<file path="src/logic/usb_tx_pkg.sv">
`default_nettype none

package usb_tx_pkg;

	// Full-speed bit timing
	localparam int CLKS_PER_BIT = 4;
	localparam int STB_CNT_W    = $clog2(CLKS_PER_BIT);

	localparam int BYTE_W      = 8;
	localparam int BIT_CNT_W   = 3;
	localparam int STUFF_LIMIT = 6;

	typedef logic [BYTE_W-1:0]    byte_t;
	typedef logic [BIT_CNT_W-1:0] bit_cnt_t;

	// Sent LSB first, gives KJKJKJKK on the line
	localparam byte_t SYNC_BYTE = 8'h80;

	typedef enum logic [2:0] {
		IDLE = 3'd0,
		SOP  = 3'd1,
		DATA = 3'd2,
		EOP1 = 3'd3,
		EOP2 = 3'd4,
		WAIT = 3'd5
	} tx_state_e;

	typedef struct packed {
		logic active;
		logic tx_bit;
	} ser_bit_t;

	typedef struct packed {
		logic dp;
		logic dn;
		logic oe_n;
	} line_t;

endpackage

`default_nettype wire

</file>
<file path="src/logic/tx_serializer.sv">
`default_nettype none

module tx_serializer
	import usb_tx_pkg::*;
(
	input  wire logic  clk,
	input  wire logic  rst,
	input  wire logic  i_tx_active,
	input  wire byte_t i_hold,
	output logic       o_bit_stb,
	output logic       o_byte_done,
	output ser_bit_t   o_bits
);

	logic [STB_CNT_W-1:0] div_cnt;
	logic                 tx_ip_sync;
	bit_cnt_t             bit_cnt;
	byte_t                hold_d;
	logic                 sd_raw;
	logic [2:0]           one_cnt;
	logic                 stuff;
	logic                 sd_bs;
	logic                 sft_done;
	logic                 sft_done_r;

	// Free-running bit strobe, one clock in CLKS_PER_BIT
	always_ff @(posedge clk or negedge rst)
	begin
		if (!rst)
			div_cnt <= '0;
		else if (o_bit_stb)
			div_cnt <= '0;
		else
			div_cnt <= div_cnt + 1'b1;
	end

	assign o_bit_stb = (div_cnt == STB_CNT_W'(CLKS_PER_BIT - 1));

	always_ff @(posedge clk or negedge rst)
	begin
		if (!rst)
			tx_ip_sync <= 1'b0;
		else if (o_bit_stb)
			tx_ip_sync <= i_tx_active;
	end

	////////////////////////////////////////
	// Shift counter and bit select
	////////////////////////////////////////

	// Index stalls for one strobe while a stuffed zero goes out
	always_ff @(posedge clk or negedge rst)
	begin
		if (!rst)
			bit_cnt <= '0;
		else if (!tx_ip_sync)
			bit_cnt <= '0;
		else if (o_bit_stb && !stuff)
			bit_cnt <= bit_cnt + 1'b1;
	end

	always_ff @(posedge clk)
	begin
		hold_d <= i_hold;
		if (!tx_ip_sync)
			sd_raw <= 1'b0;
		else
			sd_raw <= hold_d[bit_cnt];
	end

	// Last bit shifted, edge gives a single pulse
	always_ff @(posedge clk or negedge rst)
	begin
		if (!rst)
		begin
			sft_done   <= 1'b0;
			sft_done_r <= 1'b0;
		end
		else
		begin
			sft_done   <= !stuff && (bit_cnt == '1);
			sft_done_r <= sft_done;
		end
	end

	assign o_byte_done = sft_done & !sft_done_r;

	////////////////////////////////////////
	// Bit stuffer
	////////////////////////////////////////

	always_ff @(posedge clk or negedge rst)
	begin
		if (!rst)
			one_cnt <= '0;
		else if (!tx_ip_sync)
			one_cnt <= '0;
		else if (o_bit_stb)
		begin
			if (!sd_raw || stuff)
				one_cnt <= '0;
			else
				one_cnt <= one_cnt + 1'b1;
		end
	end

	assign stuff = (one_cnt == 3'(STUFF_LIMIT));

	always_ff @(posedge clk or negedge rst)
	begin
		if (!rst)
			sd_bs <= 1'b0;
		else if (o_bit_stb)
			sd_bs <= tx_ip_sync && !stuff && sd_raw;
	end

	assign o_bits = '{active: tx_ip_sync, tx_bit: sd_bs};

endmodule

`default_nettype wire

</file>
<file path="src/logic/tx_line_driver.sv">
`default_nettype none

module tx_line_driver
	import usb_tx_pkg::*;
(
	input  wire logic     clk,
	input  wire logic     rst,
	input  wire logic     i_bit_stb,
	input  wire ser_bit_t i_bits,
	input  wire logic     i_ld_eop,
	input  wire logic     i_phy_mode,
	output logic          o_eop_done,
	output line_t         o_line
);

	logic nrzi;
	logic append_eop;
	logic eop_s1;
	logic eop_s2;
	logic eop_s3;
	logic eop_s4;
	logic txoe_r1;
	logic txoe_r2;

	// NRZI, a zero toggles the level, J while idle
	always_ff @(posedge clk or negedge rst)
	begin
		if (!rst)
			nrzi <= 1'b1;
		else if (!i_bits.active || !txoe_r1)
			nrzi <= 1'b1;
		else if (i_bit_stb)
			nrzi <= i_bits.tx_bit ? nrzi : !nrzi;
	end

	////////////////////////////////////////
	// EOP sequencing
	////////////////////////////////////////

	always_ff @(posedge clk or negedge rst)
	begin
		if (!rst)
			append_eop <= 1'b0;
		else if (i_ld_eop)
			append_eop <= 1'b1;
		else if (eop_s2)
			append_eop <= 1'b0;
	end

	// s3 is held for exactly two bit times by s4
	always_ff @(posedge clk or negedge rst)
	begin
		if (!rst)
		begin
			eop_s1 <= 1'b0;
			eop_s2 <= 1'b0;
			eop_s3 <= 1'b0;
			eop_s4 <= 1'b0;
		end
		else if (i_bit_stb)
		begin
			eop_s1 <= append_eop;
			eop_s2 <= eop_s1;
			eop_s3 <= eop_s2 | (eop_s3 & !eop_s4);
			eop_s4 <= eop_s3;
		end
	end

	assign o_eop_done = eop_s3;

	// Output enable pipe, one J bit on each side
	always_ff @(posedge clk or negedge rst)
	begin
		if (!rst)
		begin
			txoe_r1 <= 1'b0;
			txoe_r2 <= 1'b0;
		end
		else if (i_bit_stb)
		begin
			txoe_r1 <= i_bits.active;
			txoe_r2 <= txoe_r1;
		end
	end

	////////////////////////////////////////
	// Line registers
	////////////////////////////////////////

	always_ff @(posedge clk or negedge rst)
	begin
		if (!rst)
			o_line <= '{dp: 1'b1, dn: 1'b0, oe_n: 1'b1};
		else if (i_bit_stb)
		begin
			o_line.oe_n <= !(txoe_r1 | txoe_r2);
			if (i_phy_mode)
			begin
				o_line.dp <= !eop_s3 & nrzi;
				o_line.dn <= !eop_s3 & !nrzi;
			end
			else
			begin
				// Single-ended, dn flags SE0
				o_line.dp <= nrzi;
				o_line.dn <= eop_s3;
			end
		end
	end

endmodule

`default_nettype wire

</file>
<file path="src/logic/tx_packet_fsm.sv">
`default_nettype none

module tx_packet_fsm
	import usb_tx_pkg::*;
(
	input  wire logic  clk,
	input  wire logic  rst,
	input  wire byte_t i_tx_data,
	input  wire logic  i_tx_valid,
	output logic       o_tx_ready,
	input  wire logic  i_bit_stb,
	input  wire logic  i_byte_done,
	input  wire logic  i_eop_done,
	output logic       o_tx_active,
	output byte_t      o_hold,
	output logic       o_ld_eop
);

	tx_state_e state;
	tx_state_e next_state;
	logic      tx_ready_d;
	logic      ld_sop_d;
	logic      ld_data_d;
	logic      ld_eop_d;
	logic      ld_data;
	logic      data_pend;

	////////////////////////////////////////
	// Handshake and load strobes
	////////////////////////////////////////

	always_ff @(posedge clk or negedge rst)
	begin
		if (!rst)
		begin
			o_tx_ready <= 1'b0;
			ld_data    <= 1'b0;
		end
		else
		begin
			o_tx_ready <= tx_ready_d & i_tx_valid;
			ld_data    <= ld_data_d;
		end
	end

	// Byte is taken on the same edge that ends the ready pulse
	always_ff @(posedge clk)
	begin
		if (ld_sop_d)
			o_hold <= SYNC_BYTE;
		else if (ld_data)
			o_hold <= i_tx_data;
	end

	assign o_ld_eop = ld_eop_d;

	// Transmit in progress
	always_ff @(posedge clk or negedge rst)
	begin
		if (!rst)
			o_tx_active <= 1'b0;
		else if (ld_sop_d)
			o_tx_active <= 1'b1;
		else if (i_eop_done)
			o_tx_active <= 1'b0;
	end

	// Valid may drop and come back while the old packet is still on the line;
	// only valid seen outside a packet counts as more data
	always_ff @(posedge clk or negedge rst)
	begin
		if (!rst)
			data_pend <= 1'b0;
		else if (i_tx_valid && !o_tx_active)
			data_pend <= 1'b1;
		else if (!i_tx_valid)
			data_pend <= 1'b0;
	end

	////////////////////////////////////////
	// Packet FSM
	////////////////////////////////////////

	always_ff @(posedge clk or negedge rst)
	begin
		if (!rst)
			state <= IDLE;
		else
			state <= next_state;
	end

	always_comb
	begin
		next_state = state;
		tx_ready_d = 1'b0;
		ld_sop_d   = 1'b0;
		ld_data_d  = 1'b0;
		ld_eop_d   = 1'b0;
		case (state)
			IDLE:
				if (i_tx_valid)
				begin
					ld_sop_d   = 1'b1;
					next_state = SOP;
				end
			SOP:
				if (i_byte_done)
				begin
					tx_ready_d = 1'b1;
					ld_data_d  = 1'b1;
					next_state = DATA;
				end
			DATA:
				if (i_byte_done)
				begin
					if (data_pend)
					begin
						tx_ready_d = 1'b1;
						ld_data_d  = 1'b1;
					end
					else
					begin
						ld_eop_d   = 1'b1;
						next_state = EOP1;
					end
				end
			EOP1:
				if (i_eop_done)
					next_state = EOP2;
			EOP2:
				if (!i_eop_done && i_bit_stb)
					next_state = WAIT;
			WAIT:
				if (i_bit_stb)
					next_state = IDLE;
			default:
				next_state = IDLE;
		endcase
	end

endmodule

`default_nettype wire

</file>
<file path="src/logic/usb_tx_top.sv">
`default_nettype none

module usb_tx_top
	import usb_tx_pkg::*;
(
	input  wire logic  clk,
	input  wire logic  rst,
	input  wire byte_t i_tx_data,
	input  wire logic  i_tx_valid,
	output logic       o_tx_ready,
	input  wire logic  i_phy_mode,
	output line_t      o_line
);

	logic     tx_active;
	byte_t    hold;
	logic     bit_stb;
	logic     byte_done;
	logic     ld_eop;
	logic     eop_done;
	ser_bit_t ser_bits;

	// Producer side, takes bytes and sequences the packet
	tx_packet_fsm u_fsm (
		.clk         (clk),
		.rst         (rst),
		.i_tx_data   (i_tx_data),
		.i_tx_valid  (i_tx_valid),
		.o_tx_ready  (o_tx_ready),
		.i_bit_stb   (bit_stb),
		.i_byte_done (byte_done),
		.i_eop_done  (eop_done),
		.o_tx_active (tx_active),
		.o_hold      (hold),
		.o_ld_eop    (ld_eop)
	);

	tx_serializer u_ser (
		.clk         (clk),
		.rst         (rst),
		.i_tx_active (tx_active),
		.i_hold      (hold),
		.o_bit_stb   (bit_stb),
		.o_byte_done (byte_done),
		.o_bits      (ser_bits)
	);

	// Consumer side, drives the wire
	tx_line_driver u_drv (
		.clk        (clk),
		.rst        (rst),
		.i_bit_stb  (bit_stb),
		.i_bits     (ser_bits),
		.i_ld_eop   (ld_eop),
		.i_phy_mode (i_phy_mode),
		.o_eop_done (eop_done),
		.o_line     (o_line)
	);

endmodule

`default_nettype wire

</file>
<file path="config.mk">
export PLATFORM = sky130hd
export DESIGN_NAME = usb_tx_top
export DESIGN_NICKNAME = d
export VERILOG_FILES = /design/src/logic/usb_tx_pkg.sv /design/src/logic/tx_serializer.sv /design/src/logic/tx_line_driver.sv /design/src/logic/tx_packet_fsm.sv /design/src/logic/usb_tx_top.sv
export SDC_FILE = /design/constraint.sdc
export NUM_CORES = 1
export LEC_CHECK = 0
export BUFFER_PORTS_ARGS = -buffer_cell sky130_fd_sc_hd__buf_2
export CAP_MARGIN = 40
export CORE_MARGIN = 5
export CORE_UTILIZATION = 57
export CTS_BUF_LIST = sky130_fd_sc_hd__clkbuf_16
export DETAILED_ROUTE_END_ITERATION = 10
export PLACE_DENSITY = 0.85
export RECOVER_POWER = 100
export SETUP_SLACK_MARGIN = 0.3
export SLEW_MARGIN = 10
export SYNTH_ARGS = -nofsm -noshare
export SYNTH_HDL_FRONTEND = slang
export SYNTH_HIERARCHICAL = 1
export SYNTH_SLANG_ARGS = --single-unit
</file>
<file path="constraint.sdc">
create_clock -name clk -period 2.01 [get_ports clk]
set_clock_uncertainty 0.05 [all_clocks]
set_input_delay 0 -clock clk [delete_from_list [all_inputs] [get_ports clk]]
set_output_delay 0 -clock clk [all_outputs]
set_load 0.01 [all_outputs]
</file>
==> results.sh, run 1 <==
export IMPL_status="complete, no violations"
export IMPL_slew_viol_final=0
export IMPL_die_area_sq_um=4680
export IMPL_coreArea_sq_um=3310
export IMPL_crit_end="u_drv/eop_s1"
export IMPL_grt_max_degree=31
export IMPL_cts_root_buf="clkbuf_16"
export IMPL_initial_core_util_pct=58.8
export IMPL_crit_buf_inv=1
export IMPL_power_leakage_nw=0.991
export IMPL_path_max_fanout=15
export IMPL_cts_tree="built"
export IMPL_r2r_start="u_ser/div_cnt[0]"
export IMPL_avgRoutedWirePerCell_um=14.0
export IMPL_clk_pin_slew_worst_paths_ns=0.06
export IMPL_nFillCells=250
export IMPL_setup_tns_ns=0
export IMPL_setup_viol=0
export IMPL_yosysSeqAreaShare_pct=56.2
export IMPL_post_cts_resized=0
export IMPL_ys_ff_latch=47
export IMPL_rsz0062_at_grt="false"
export IMPL_syn_to_final_growth_pct=16.8
export IMPL_drc=0
export IMPL_p_per_area_nw_per_um2=823
export IMPL_max_freq_mhz=636
export IMPL_io_pins=16
export IMPL_cts_made_buffers=5
export IMPL_synth_cells=161
export IMPL_setup_ws_ns=0.437
export IMPL_whs_ns=0.230
export IMPL_cts_sinks=47
export IMPL_p_total_mw=1.87
export IMPL_worst_pin_slew_ns=0.628
export IMPL_slew_headroom_pct=58.2
export IMPL_portBuffers=15
export IMPL_ant_nets=0
export IMPL_cp_arrival_ns=1.68
export IMPL_rows=21
export IMPL_cp_depth=3
export IMPL_gp_congestion=0.772
export IMPL_cts_setup_buffers=0
export IMPL_drtIter0Drc=63
export IMPL_dieWidth_um=68.4
export IMPL_reg2reg_depth=3
export IMPL_critPathKind="reg -> reg"
export IMPL_syn_area_per_cell_sq_um=12.1
export IMPL_clk_latency_ns=0.28
export IMPL_wl_met3_um=188
export IMPL_irDropWorstVdd_uv=557
export IMPL_yosys_warnings=6
export IMPL_synth_cell_types=41
export IMPL_synth_area_leader_cell="dfrtp_1"
export IMPL_finalHoldViolCount=0
export IMPL_holdCritPathClass="in -> async"
export IMPL_cpPeakStageDelay_ns=0.41
export IMPL_synth_top_area_share_pct=34.7
export IMPL_syn_cell_area_sq_um=1950
export IMPL_grt_overflow_total=0
export IMPL_drive_gt1_share_pct=16.5
export IMPL_dr_pass1_iters=4
export IMPL_yosys_top_cells_area="dfrtp_1 (35%), dfxtp_1 (17%), mux2i_1 (5.7%), dfstp_2 (4.0%), ha_1 (3.2%)"
export IMPL_required_ns=2.12
export IMPL_drv_cap=0
export IMPL_syn_nets=178
export IMPL_die_h_um=68.4
export IMPL_r2r_end="u_drv/eop_s1"
export IMPL_place_hpwl_um=2210
export IMPL_routed_wl_met2_um=1620
export IMPL_grt_pass1_wl_um=5730
export IMPL_crit_chain="ha_1 -> buf_4 -> mux2_1"
export IMPL_cp_top_family="adder cells"
export IMPL_nNetsFinal=204
export IMPL_crit_path_start="u_ser/div_cnt[0]"
export IMPL_htree_levels=2
export IMPL_drt_wl_total_um=3290
export IMPL_gr_usage_all_layers_pct=17.2
export IMPL_end_kind="register"
export IMPL_fin_crit_sh_pct=78.2
export IMPL_dp_slack_ns=0.444
export IMPL_antennaDiodeCount=0
export IMPL_avgViaCountPerCell=5.27
export IMPL_cpMaxStageDelayCell="ha_1"
export IMPL_cp_start_kind="register"
export IMPL_grt_pass1_vias=1250
export IMPL_num_vias=1234
export IMPL_antenna_found_initial=0
export IMPL_top_layer_used="met4"
export IMPL_fin_crit_ns=1.57
export IMPL_cts_buffer_depth=2
export IMPL_reg2reg_slack_ns=0.44
export IMPL_wl_met1_um=1430
==> Yosys cell counts <==
cell type and instances:
ha_1 5, xnor2_1 2, nor3b_1 1, a22o_1 1
mux2i_1 11, a21o_1 2, o311ai_1 1, nor2b_1 5
a31oi_1 1, nand3b_1 4, nand2b_4 1, mux2_2 5
nor4bb_1 1, dfstp_2 3, buf_6 2, nand2_1 7
o21ai_0 5, mux4_1 1, nand2_2 1, nor2_1 14
nor4b_1 1, a311oi_1 2, and2b_2 1, dfxtp_1 17
and2_1 2, a21boi_4 1, or4_1 1, inv_1 8
a21boi_0 6, buf_2 3, o31ai_1 1, a21oi_1 3
nand2b_1 2, buf_4 3, o21a_1 1, dfrtp_1 27
nand3_1 4, a211o_1 1, mux2_4 2, nand4b_1 1
nor3b_4 1
==> power by group <==
part           leakage [nW]  internal (mW)  switching, mW
clock                0.0794          0.529          0.317
combinational         0.386         0.0352         0.0261
sequential            0.525          0.954         0.0109
total                 0.991           1.52          0.354
==> metrics by stage <==
step	std cells	cell area, sq um	utilization [%]
finish	234	2270	68.7
CTS	234	2300	69.4
global route	234	2270	68.7
detailed placement	215	2030	61.2
global placement	215	2030	61.2
floorplan	161	1950	-
==> logic make-up after synthesis <==
group | Yosys count | synth area share (%)
compound gates | 25 | 9.45
xor+xnor | 2 | 0.900
fa+ha+maj | 5 | 3.21
buf+inv | 16 | 4.63
flops | 47 | 56.2
mux | 19 | 11.4
simple gates | 47 | 14.1
==> flip-flops by register name (all words and copies together) (netlist names), 2 cells and up <==
| name | count |
|---|---|
| u_ser/one_cnt | 3 |
| u_drv/o_line | 3 |
| u_ser/div_cnt | 2 |
| u_ser/bit_cnt | 3 |
| u_ser/hold_d | 8 |
| u_fsm/state | 3 |
| u_fsm/o_hold | 8 |
==> layout by cell type (no fill, tap or decap), types with 3 or more instances in the layout <==
cell	count
nand2_1	8
dfxtp_1	17
mux2_2	5
clkbuf_16	6
mux2i_1	11
dfrtp_1	27
dlygate4sd3_1	11
nor2_1	14
clkbuf_1	4
nand3_1	4
a21boi_0	6
dfstp_2	3
o21ai_0	5
nand3b_1	4
nor2b_1	5
inv_1	8
ha_1	5
buf_2	11
a21oi_1	3
==> what timing repair did <==
action                                  in CTS  in global routing
hold buffers                                11                  0
endpoints found under the setup margin       0                  0
endpoints found under the hold margin       38                  0
==> routing by layer <==
layer | up-vias | global-route usage, %
li1 | 603 | -
met1 | 592 | 21.5
met2 | 34 | 27.1
met3 | 5 | 6.40
met4 | 0 | 6.70
met5 | - | 0
==> worst min path at each step <==
stage | endpoint | slack (ns) | start | cells past startpoint
floorplan | u_drv/append_eop | -0.35 | rst | 0
global placement | u_fsm/o_tx_ready | -0.001 | rst | 1
detailed placement | u_drv/txoe_r2 | 0.008 | rst | 1
CTS | u_ser/sft_done_r | 0.24 | rst | 2
global route | u_fsm/o_tx_ready | 0.30 | rst | 2
finish | u_drv/txoe_r2 | 0.23 | rst | 2
==> final cells by class <==
class	count	area (sq um)	area share, %
timing repair buffer	27	188	8.25
tap	46	57.6	2.53
clock buffer	6	150	6.60
inverter	8	30.0	1.32
sequential	47	1090	48.1
clock inverter	2	8.76	0.385
multi-input combinational	98	746	32.8
(Power assumes the default switching activity.)
==> inputs of run 2 (changes only) <==
--- a/config.mk
+++ b/config.mk
@@ -5,13 +5,14 @@
 export SDC_FILE = /design/constraint.sdc
 export NUM_CORES = 1
 export LEC_CHECK = 0
+export ABC_AREA = 1
 export BUFFER_PORTS_ARGS = -buffer_cell sky130_fd_sc_hd__buf_2
 export CAP_MARGIN = 40
 export CORE_MARGIN = 5
-export CORE_UTILIZATION = 57
+export CORE_UTILIZATION = 52
 export CTS_BUF_LIST = sky130_fd_sc_hd__clkbuf_16
 export DETAILED_ROUTE_END_ITERATION = 10
-export PLACE_DENSITY = 0.85
+export PLACE_DENSITY = 0.82
 export RECOVER_POWER = 100
 export SETUP_SLACK_MARGIN = 0.3
 export SLEW_MARGIN = 10
==> constraint.sdc (replaced) <==
create_clock -name clk -period 1.35 [get_ports clk]
set_clock_uncertainty 0.05 [all_clocks]
set_input_delay 0 -clock clk [delete_from_list [all_inputs] [get_ports clk]]
set_output_delay 0 -clock clk [all_outputs]
set_load 0.01 [all_outputs]
==> run 2 against run 1 <==
Sequential share of layout area shrank 7.8 points. Flip-flop and latch count unchanged. Sequential power rose by 110%. Via count is 37% higher. Global-route usage rose by 0.85 points. Wire length is 43% higher. Combinational power grew to 26 times the previous value. Critical path depth rose by 5. Largest cell class unchanged. Maximum frequency grew 20%. First-iteration DRC count increased by 73%. Die area grew 12%.
==> results.sh, run 2 <==
export IMPL_p_int_mw=3.21
export IMPL_routed_wl_met2_um=2470
export IMPL_portBuffers=15
export IMPL_final_cells=338
export IMPL_syn_area_per_cell_sq_um=8.32
export IMPL_syn_cell_area_sq_um=2020
export IMPL_slew_headroom_pct=55.6
export IMPL_reg_top3="u_fsm/o_hold: 8 flops, u_ser/hold_d: 8 flops"
export IMPL_crit_chain="nand2_1 -> nor2_1 -> nand2_1 -> nand2_2 -> nor2_4 -> nand2_2 -> nand2_1 -> nand2_1"
export IMPL_num_vias=1696
export IMPL_ys_ff_latch=47
export IMPL_p_total_mw=4.99
export IMPL_cts_buffer_depth=2
export IMPL_final_common_cell="nand2_1"
export IMPL_syn_to_final_growth_pct=35.0
export IMPL_drc=0
export IMPL_place_hpwl_um=2400
export IMPL_gr_usage_all_layers_pct=18.1
export IMPL_synth_cell_types=28
export IMPL_cts_root_buf="clkbuf_16"
export IMPL_power_switching_mw=1.78
export IMPL_cp_arrival_ns=1.44
export IMPL_seq_power_share_pct=41.2
export IMPL_status="complete, no violations"
export IMPL_ant_nets=0
export IMPL_nNetsFinal=306
export IMPL_p_per_area_nw_per_um2=1830
export IMPL_setup_tns_ns=0
export IMPL_finalHoldViolCount=0
export IMPL_wl_met1_um=1910
export IMPL_clk_pin_slew_worst_paths_ns=0.06
export IMPL_cp_top_family="simple AND/OR/NAND/NOR gates"
export IMPL_holdCritPathClass="in -> async"
export IMPL_postSynth_asyncResetShare_pct=63.8
export IMPL_drv_cap=0
export IMPL_grt_pass1_wl_um=7350
export IMPL_fin_crit_ns=1.31
export IMPL_cts_sinks=47
export IMPL_drive_gt1_share_pct=33.4
export IMPL_max_freq_mhz=761
export IMPL_postLayoutCellArea_sq_um=2730
export IMPL_drt_wl_total_um=4710
export IMPL_antenna_found_initial=0
export IMPL_syn_nets=260
export IMPL_place_area_sq_um=2150
export IMPL_power_leakage_nw=1.38
export IMPL_worst_pin_slew_ns=0.666
export IMPL_avgRoutedWirePerCell_um=13.9
export IMPL_coreArea_sq_um=3720
export IMPL_grt_pass1_vias=1666
export IMPL_irDropWorstVdd_uv=1120
export IMPL_initial_core_util_pct=54.4
export IMPL_top_layer_used="met4"
export IMPL_crit_buf_inv=0
export IMPL_dr_pass1_iters=4
export IMPL_required_ns=1.47
export IMPL_antennaDiodeCount=0
export IMPL_synth_edf_count=0
export IMPL_layout_common_cells="nand2_1 (76), inv_1 (31), dfrtp_1 (22), dfxtp_1 (17), buf_2 (15)"
export IMPL_setup_ws_ns=0.0365
export IMPL_end_kind="register"
export IMPL_cts_tree="built"
export IMPL_grt_overflow_total=0
export IMPL_synth_cells=243
export IMPL_cpMostUsedCell="nand2_1"
export IMPL_synth_top_area_share_pct=33.4
export IMPL_yosys_warnings=6
export IMPL_htree_levels=2
export IMPL_dieWidth_um=72.3
export IMPL_avgViaCountPerCell=5.02
export IMPL_swShare_pct=35.7
export IMPL_synth_area_leader_cell="dfrtp_1"
export IMPL_yosysSeqAreaShare_pct=54.2
export IMPL_critPathKind="reg -> reg"
export IMPL_fin_crit_sh_pct=97.3
export IMPL_die_area_sq_um=5230
export IMPL_placed_cells=301
export IMPL_wl_met3_um=168
export IMPL_path_max_fanout=8
export IMPL_cts_made_buffers=5
export IMPL_power_frac_comb_pct=32.5
export IMPL_die_h_um=72.3
export IMPL_ys_flop_type="dfrtp_1"
export IMPL_clk_latency_ns=0.28
export IMPL_dp_slack_ns=0.0506
export IMPL_rsz0062_at_grt="true"
export IMPL_io_pins=16
export IMPL_gp_congestion=0.860
export IMPL_cpMaxStageDelayCell="dfrtp_2"
export IMPL_yosys_top_cells_area="dfrtp_1 (33%), dfxtp_1 (17%), nand2_1 (15%), inv_1 (6.3%), nand3_1 (5.0%)"
export IMPL_yosysMostFrequentCell="nand2_1"
export IMPL_drtIter0Drc=109
export IMPL_cpPeakStageDelay_ns=0.48
export IMPL_rows=22
export IMPL_cp_start_kind="register"
export IMPL_grt_max_degree=31
export IMPL_synthTopCellsByCount="nand2_1 (82), inv_1 (34), dfrtp_1 (27), nand3_1 (20), dfxtp_1 (17)"
export IMPL_slew_viol_final=0
export IMPL_setup_viol=0
export IMPL_power_share_clock_pct=26.3
run 2: final timing paths:
kind,from,endpoint,slack (ns),depth (start not counted)
setup / recovery,u_fsm/state[1],u_fsm/state[2],0.04,8
hold / removal,rst,u_drv/txoe_r2,0.24,2
setup reg to reg,u_fsm/state[1],u_fsm/state[2],0.04,8
hold reg to reg,u_fsm/o_hold[4],u_ser/hold_d[4],0.30,0
max in group asynchronous,rst,u_ser/bit_cnt[1],0.53,2
min in group clk,u_fsm/o_hold[4],u_ser/hold_d[4],0.30,0
run 2: power by group through the flow:
| stage | Clock [mW] | Combinational (mW) | Sequential (mW) |
|---|---|---|---|
| global placement | 0 | 1.10 | 2.01 |
| detailed placement | 0 | 1.16 | 2.02 |
| global route | 1.41 | 1.82 | 2.10 |
| floorplan | 0 | 1.04 | 1.91 |
| CTS | 1.34 | 1.34 | 2.00 |
| finish | 1.31 | 1.62 | 2.06 |
run 2: metrics by stage:
step / utilization [%] / hold WS [ns]
finish: 73.4 / 0.242
global route: 73.4 / 0.303
CTS: 69.1 / 0.251
detailed placement: 57.9 / 0.0241
global placement: 57.9 / 0.00753
floorplan: - / -0.346
run 2: worst register-to-register path: cells and delay by family, from the launching register on:
| kind | cells | cell delay (ns) |
|---|---|---|
| simple gates | 8 | 0.68 |
| flops | 1 | 0.48 |
run 2: kinds of logic after synthesis:
kind of cell             Yosys count  synth area share [%]
AO/OA/AOI/OAI                     18                  5.64
XOR/XNOR                           1                 0.434
adder cells (fa/ha/maj)            5                  3.10
buffers and inverters             46                  9.91
flip-flops                        47                  54.2
AND/OR/NAND/NOR                  126                  26.7
run 2: area by class of cell:
cell class	count	area, sq um
clock buffers	6	150
clock inverters	2	13.8
fillers	253	987
inverters	40	170
multi-input cells	151	901
flip-flops and latches	47	1100
well taps	48	60.1
repair buffers	43	324
repair inverters	1	8.76
run 2: what timing repair did:
item	4_1_cts	5_1_grt
buffers inserted	10	6
setup endpoints to repair	32	34
gates cloned	2	0
hold buffers	11	0
endpoints found under the hold margin	39	0
resized for setup	20	31
pin swaps	7	15
run 2: layer usage:
layer | global-route usage (%) | vias up
li1 | - | 832
met1 | 20.7 | 801
met2 | 31.9 | 46
met3 | 4.29 | 17
met4 | 7.93 | 0
met5 | 0 | -
==> inputs of run 3 (changes only) <==
--- a/config.mk
+++ b/config.mk
@@ -12,8 +12,8 @@
 export CORE_UTILIZATION = 52
 export CTS_BUF_LIST = sky130_fd_sc_hd__clkbuf_16
 export DETAILED_ROUTE_END_ITERATION = 10
+export MAX_ROUTING_LAYER = met4
 export PLACE_DENSITY = 0.82
-export RECOVER_POWER = 100
 export SETUP_SLACK_MARGIN = 0.3
 export SLEW_MARGIN = 10
 export SYNTH_ARGS = -nofsm -noshare
==> run 3 against run 2 <==
Register-to-register slack hardly changed. Non-clock buffer count unchanged. Combinational power about the same. Cell count stayed put. Hold slack worse by 0.0026 ns. Count of clock-buffer cells in the layout did not move. Design area unchanged. Critical path depth is the same. Sequential share of layout area stayed put. First-iteration DRC count is 15% higher. Clock power barely moved.
==> results.sh, run 3 (same netlist as run 2, synthesis figures left out) <==
export IMPL_final_cells=338
export IMPL_antennaDiodeCount=0
export IMPL_p_per_area_nw_per_um2=1830
export IMPL_setup_viol=0
export IMPL_die_area_sq_um=5230
export IMPL_drive_gt1_share_pct=33.4
export IMPL_rsz0062_at_grt="true"
export IMPL_cts_made_buffers=5
export IMPL_avgRoutedWirePerCell_um=13.9
export IMPL_status="complete, no violations"
export IMPL_critPathKind="reg -> reg"
export IMPL_drtIter0Drc=125
export IMPL_dieWidth_um=72.3
export IMPL_avgViaCountPerCell=5.05
export IMPL_layout_common_cells="nand2_1 (76), inv_1 (31), dfrtp_1 (22), dfxtp_1 (17), buf_2 (15)"
export IMPL_cpMaxStageDelayCell="dfrtp_2"
export IMPL_drt_wl_total_um=4710
export IMPL_dr_pass1_iters=4
export IMPL_grt_pass1_vias=1663
export IMPL_grt_pass1_wl_um=7360
export IMPL_grt_overflow_total=0
export IMPL_gr_usage_all_layers_pct=18.6
export IMPL_cts_tree="built"
export IMPL_ant_nets=0
export IMPL_final_common_cell="nand2_1"
export IMPL_cts_sinks=47
export IMPL_grt_max_degree=31
export IMPL_nNetsFinal=306
export IMPL_slew_headroom_pct=55.8
export IMPL_portBuffers=15
export IMPL_clk_pin_slew_worst_paths_ns=0.06
export IMPL_drv_cap=0
export IMPL_cts_buffer_depth=2
export IMPL_reg_top3="u_fsm/o_hold: 8 flops, u_ser/hold_d: 8 flops"
export IMPL_required_ns=1.47
export IMPL_place_hpwl_um=2400
export IMPL_max_freq_mhz=757
export IMPL_worst_pin_slew_ns=0.663
export IMPL_num_vias=1707
export IMPL_end_kind="register"
export IMPL_cp_arrival_ns=1.44
export IMPL_syn_to_final_growth_pct=35.0
export IMPL_cts_root_buf="clkbuf_16"
export IMPL_path_max_fanout=8
export IMPL_irDropWorstVdd_uv=1120
export IMPL_p_total_mw=5.00
export IMPL_drc=0
export IMPL_cpMostUsedCell="nand2_1"
export IMPL_antenna_found_initial=0
export IMPL_holdCritPathClass="in -> async"
export IMPL_finalHoldViolCount=0
export IMPL_initial_core_util_pct=54.4
export IMPL_die_h_um=72.3
export IMPL_cpPeakStageDelay_ns=0.48
export IMPL_fin_crit_sh_pct=97.9
export IMPL_placed_cells=301
export IMPL_rows=22
export IMPL_crit_chain="nand2_1 -> nor2_1 -> nand2_1 -> nand2_2 -> nor2_4 -> nand2_2 -> nand2_1 -> nand2_1"
export IMPL_slew_viol_final=0
export IMPL_gp_congestion=0.873
export IMPL_fin_crit_ns=1.32
export IMPL_clk_latency_ns=0.28
export IMPL_coreArea_sq_um=3720
export IMPL_cp_start_kind="register"
export IMPL_io_pins=16
export IMPL_power_leakage_nw=1.38
export IMPL_htree_levels=2
export IMPL_setup_tns_ns=0
==> run 3: path summary, 6_finish.rpt <==
check / startpoint / to / slack [ns] / depth (start not counted)
worst max-delay path: u_fsm/state[1] / u_fsm/state[2] / 0.03 / 8
worst min-delay path: rst / u_drv/txoe_r2 / 0.24 / 2
worst max register to register: u_fsm/state[1] / u_fsm/state[2] / 0.03 / 8
worst min register to register: u_fsm/o_hold[2] / u_ser/hold_d[2] / 0.30 / 0
max in group asynchronous: rst / u_ser/bit_cnt[1] / 0.54 / 2
min in group clk: u_fsm/o_hold[2] / u_ser/hold_d[2] / 0.30 / 0
==> run 3: through the flow <==
stage	hold WS (ns)	area, sq um	setup slack, ns	util [%]
after floorplan	-0.346	2060	0.145	-
after global placement	0.00753	2150	0.0922	57.9
after detailed placement	0.0241	2150	0.0506	57.9
after CTS	0.251	2570	0.0705	69.1
after global routing	0.303	2730	-0.0687	73.4
final	0.240	2730	0.0290	73.4
==> run 3: repair_timing <==
action	in CTS	in global routing
resized for setup	20	31
buffers inserted	10	6
pin swaps	7	15
endpoints found under the setup margin	32	34
cloned	2	0
hold endpoints to repair	39	0
hold buffers	11	0
==> run 3: layout make-up <==
type                       instances  area [sq um]
clock buffer                       6           150
clock inverter                     2          13.8
fill                             253           987
inverter                          40           170
multi-input combinational        151           901
sequential                        47          1100
tap                               48          60.1
timing repair buffer              43           324
timing repair inverter             1          8.76
==> run 3: power by group <==
group | internal (mW) | switching, mW | total (mW)
sequential | 1.71 | 0.352 | 2.06
combinational | 0.701 | 0.918 | 1.62
clock | 0.798 | 0.516 | 1.31
==> run 3: layer usage <==
metal / up-vias / routed length (um) / track usage [%]
li1: 833 / - / -
met1: 815 / 1900 / 20.7
met2: 43 / 2480 / 31.9
met3: 16 / 165 / 4.29
met4: 0 / 165 / 7.93
met5: - / 0 / -
==> run 3: worst max-delay path, delay by kind of cell (launching register included) <==
| family | cells | cell delay (ns) |
|---|---|---|
| AND/OR/NAND/NOR | 8 | 0.68 |
| flip-flops | 1 | 0.48 |
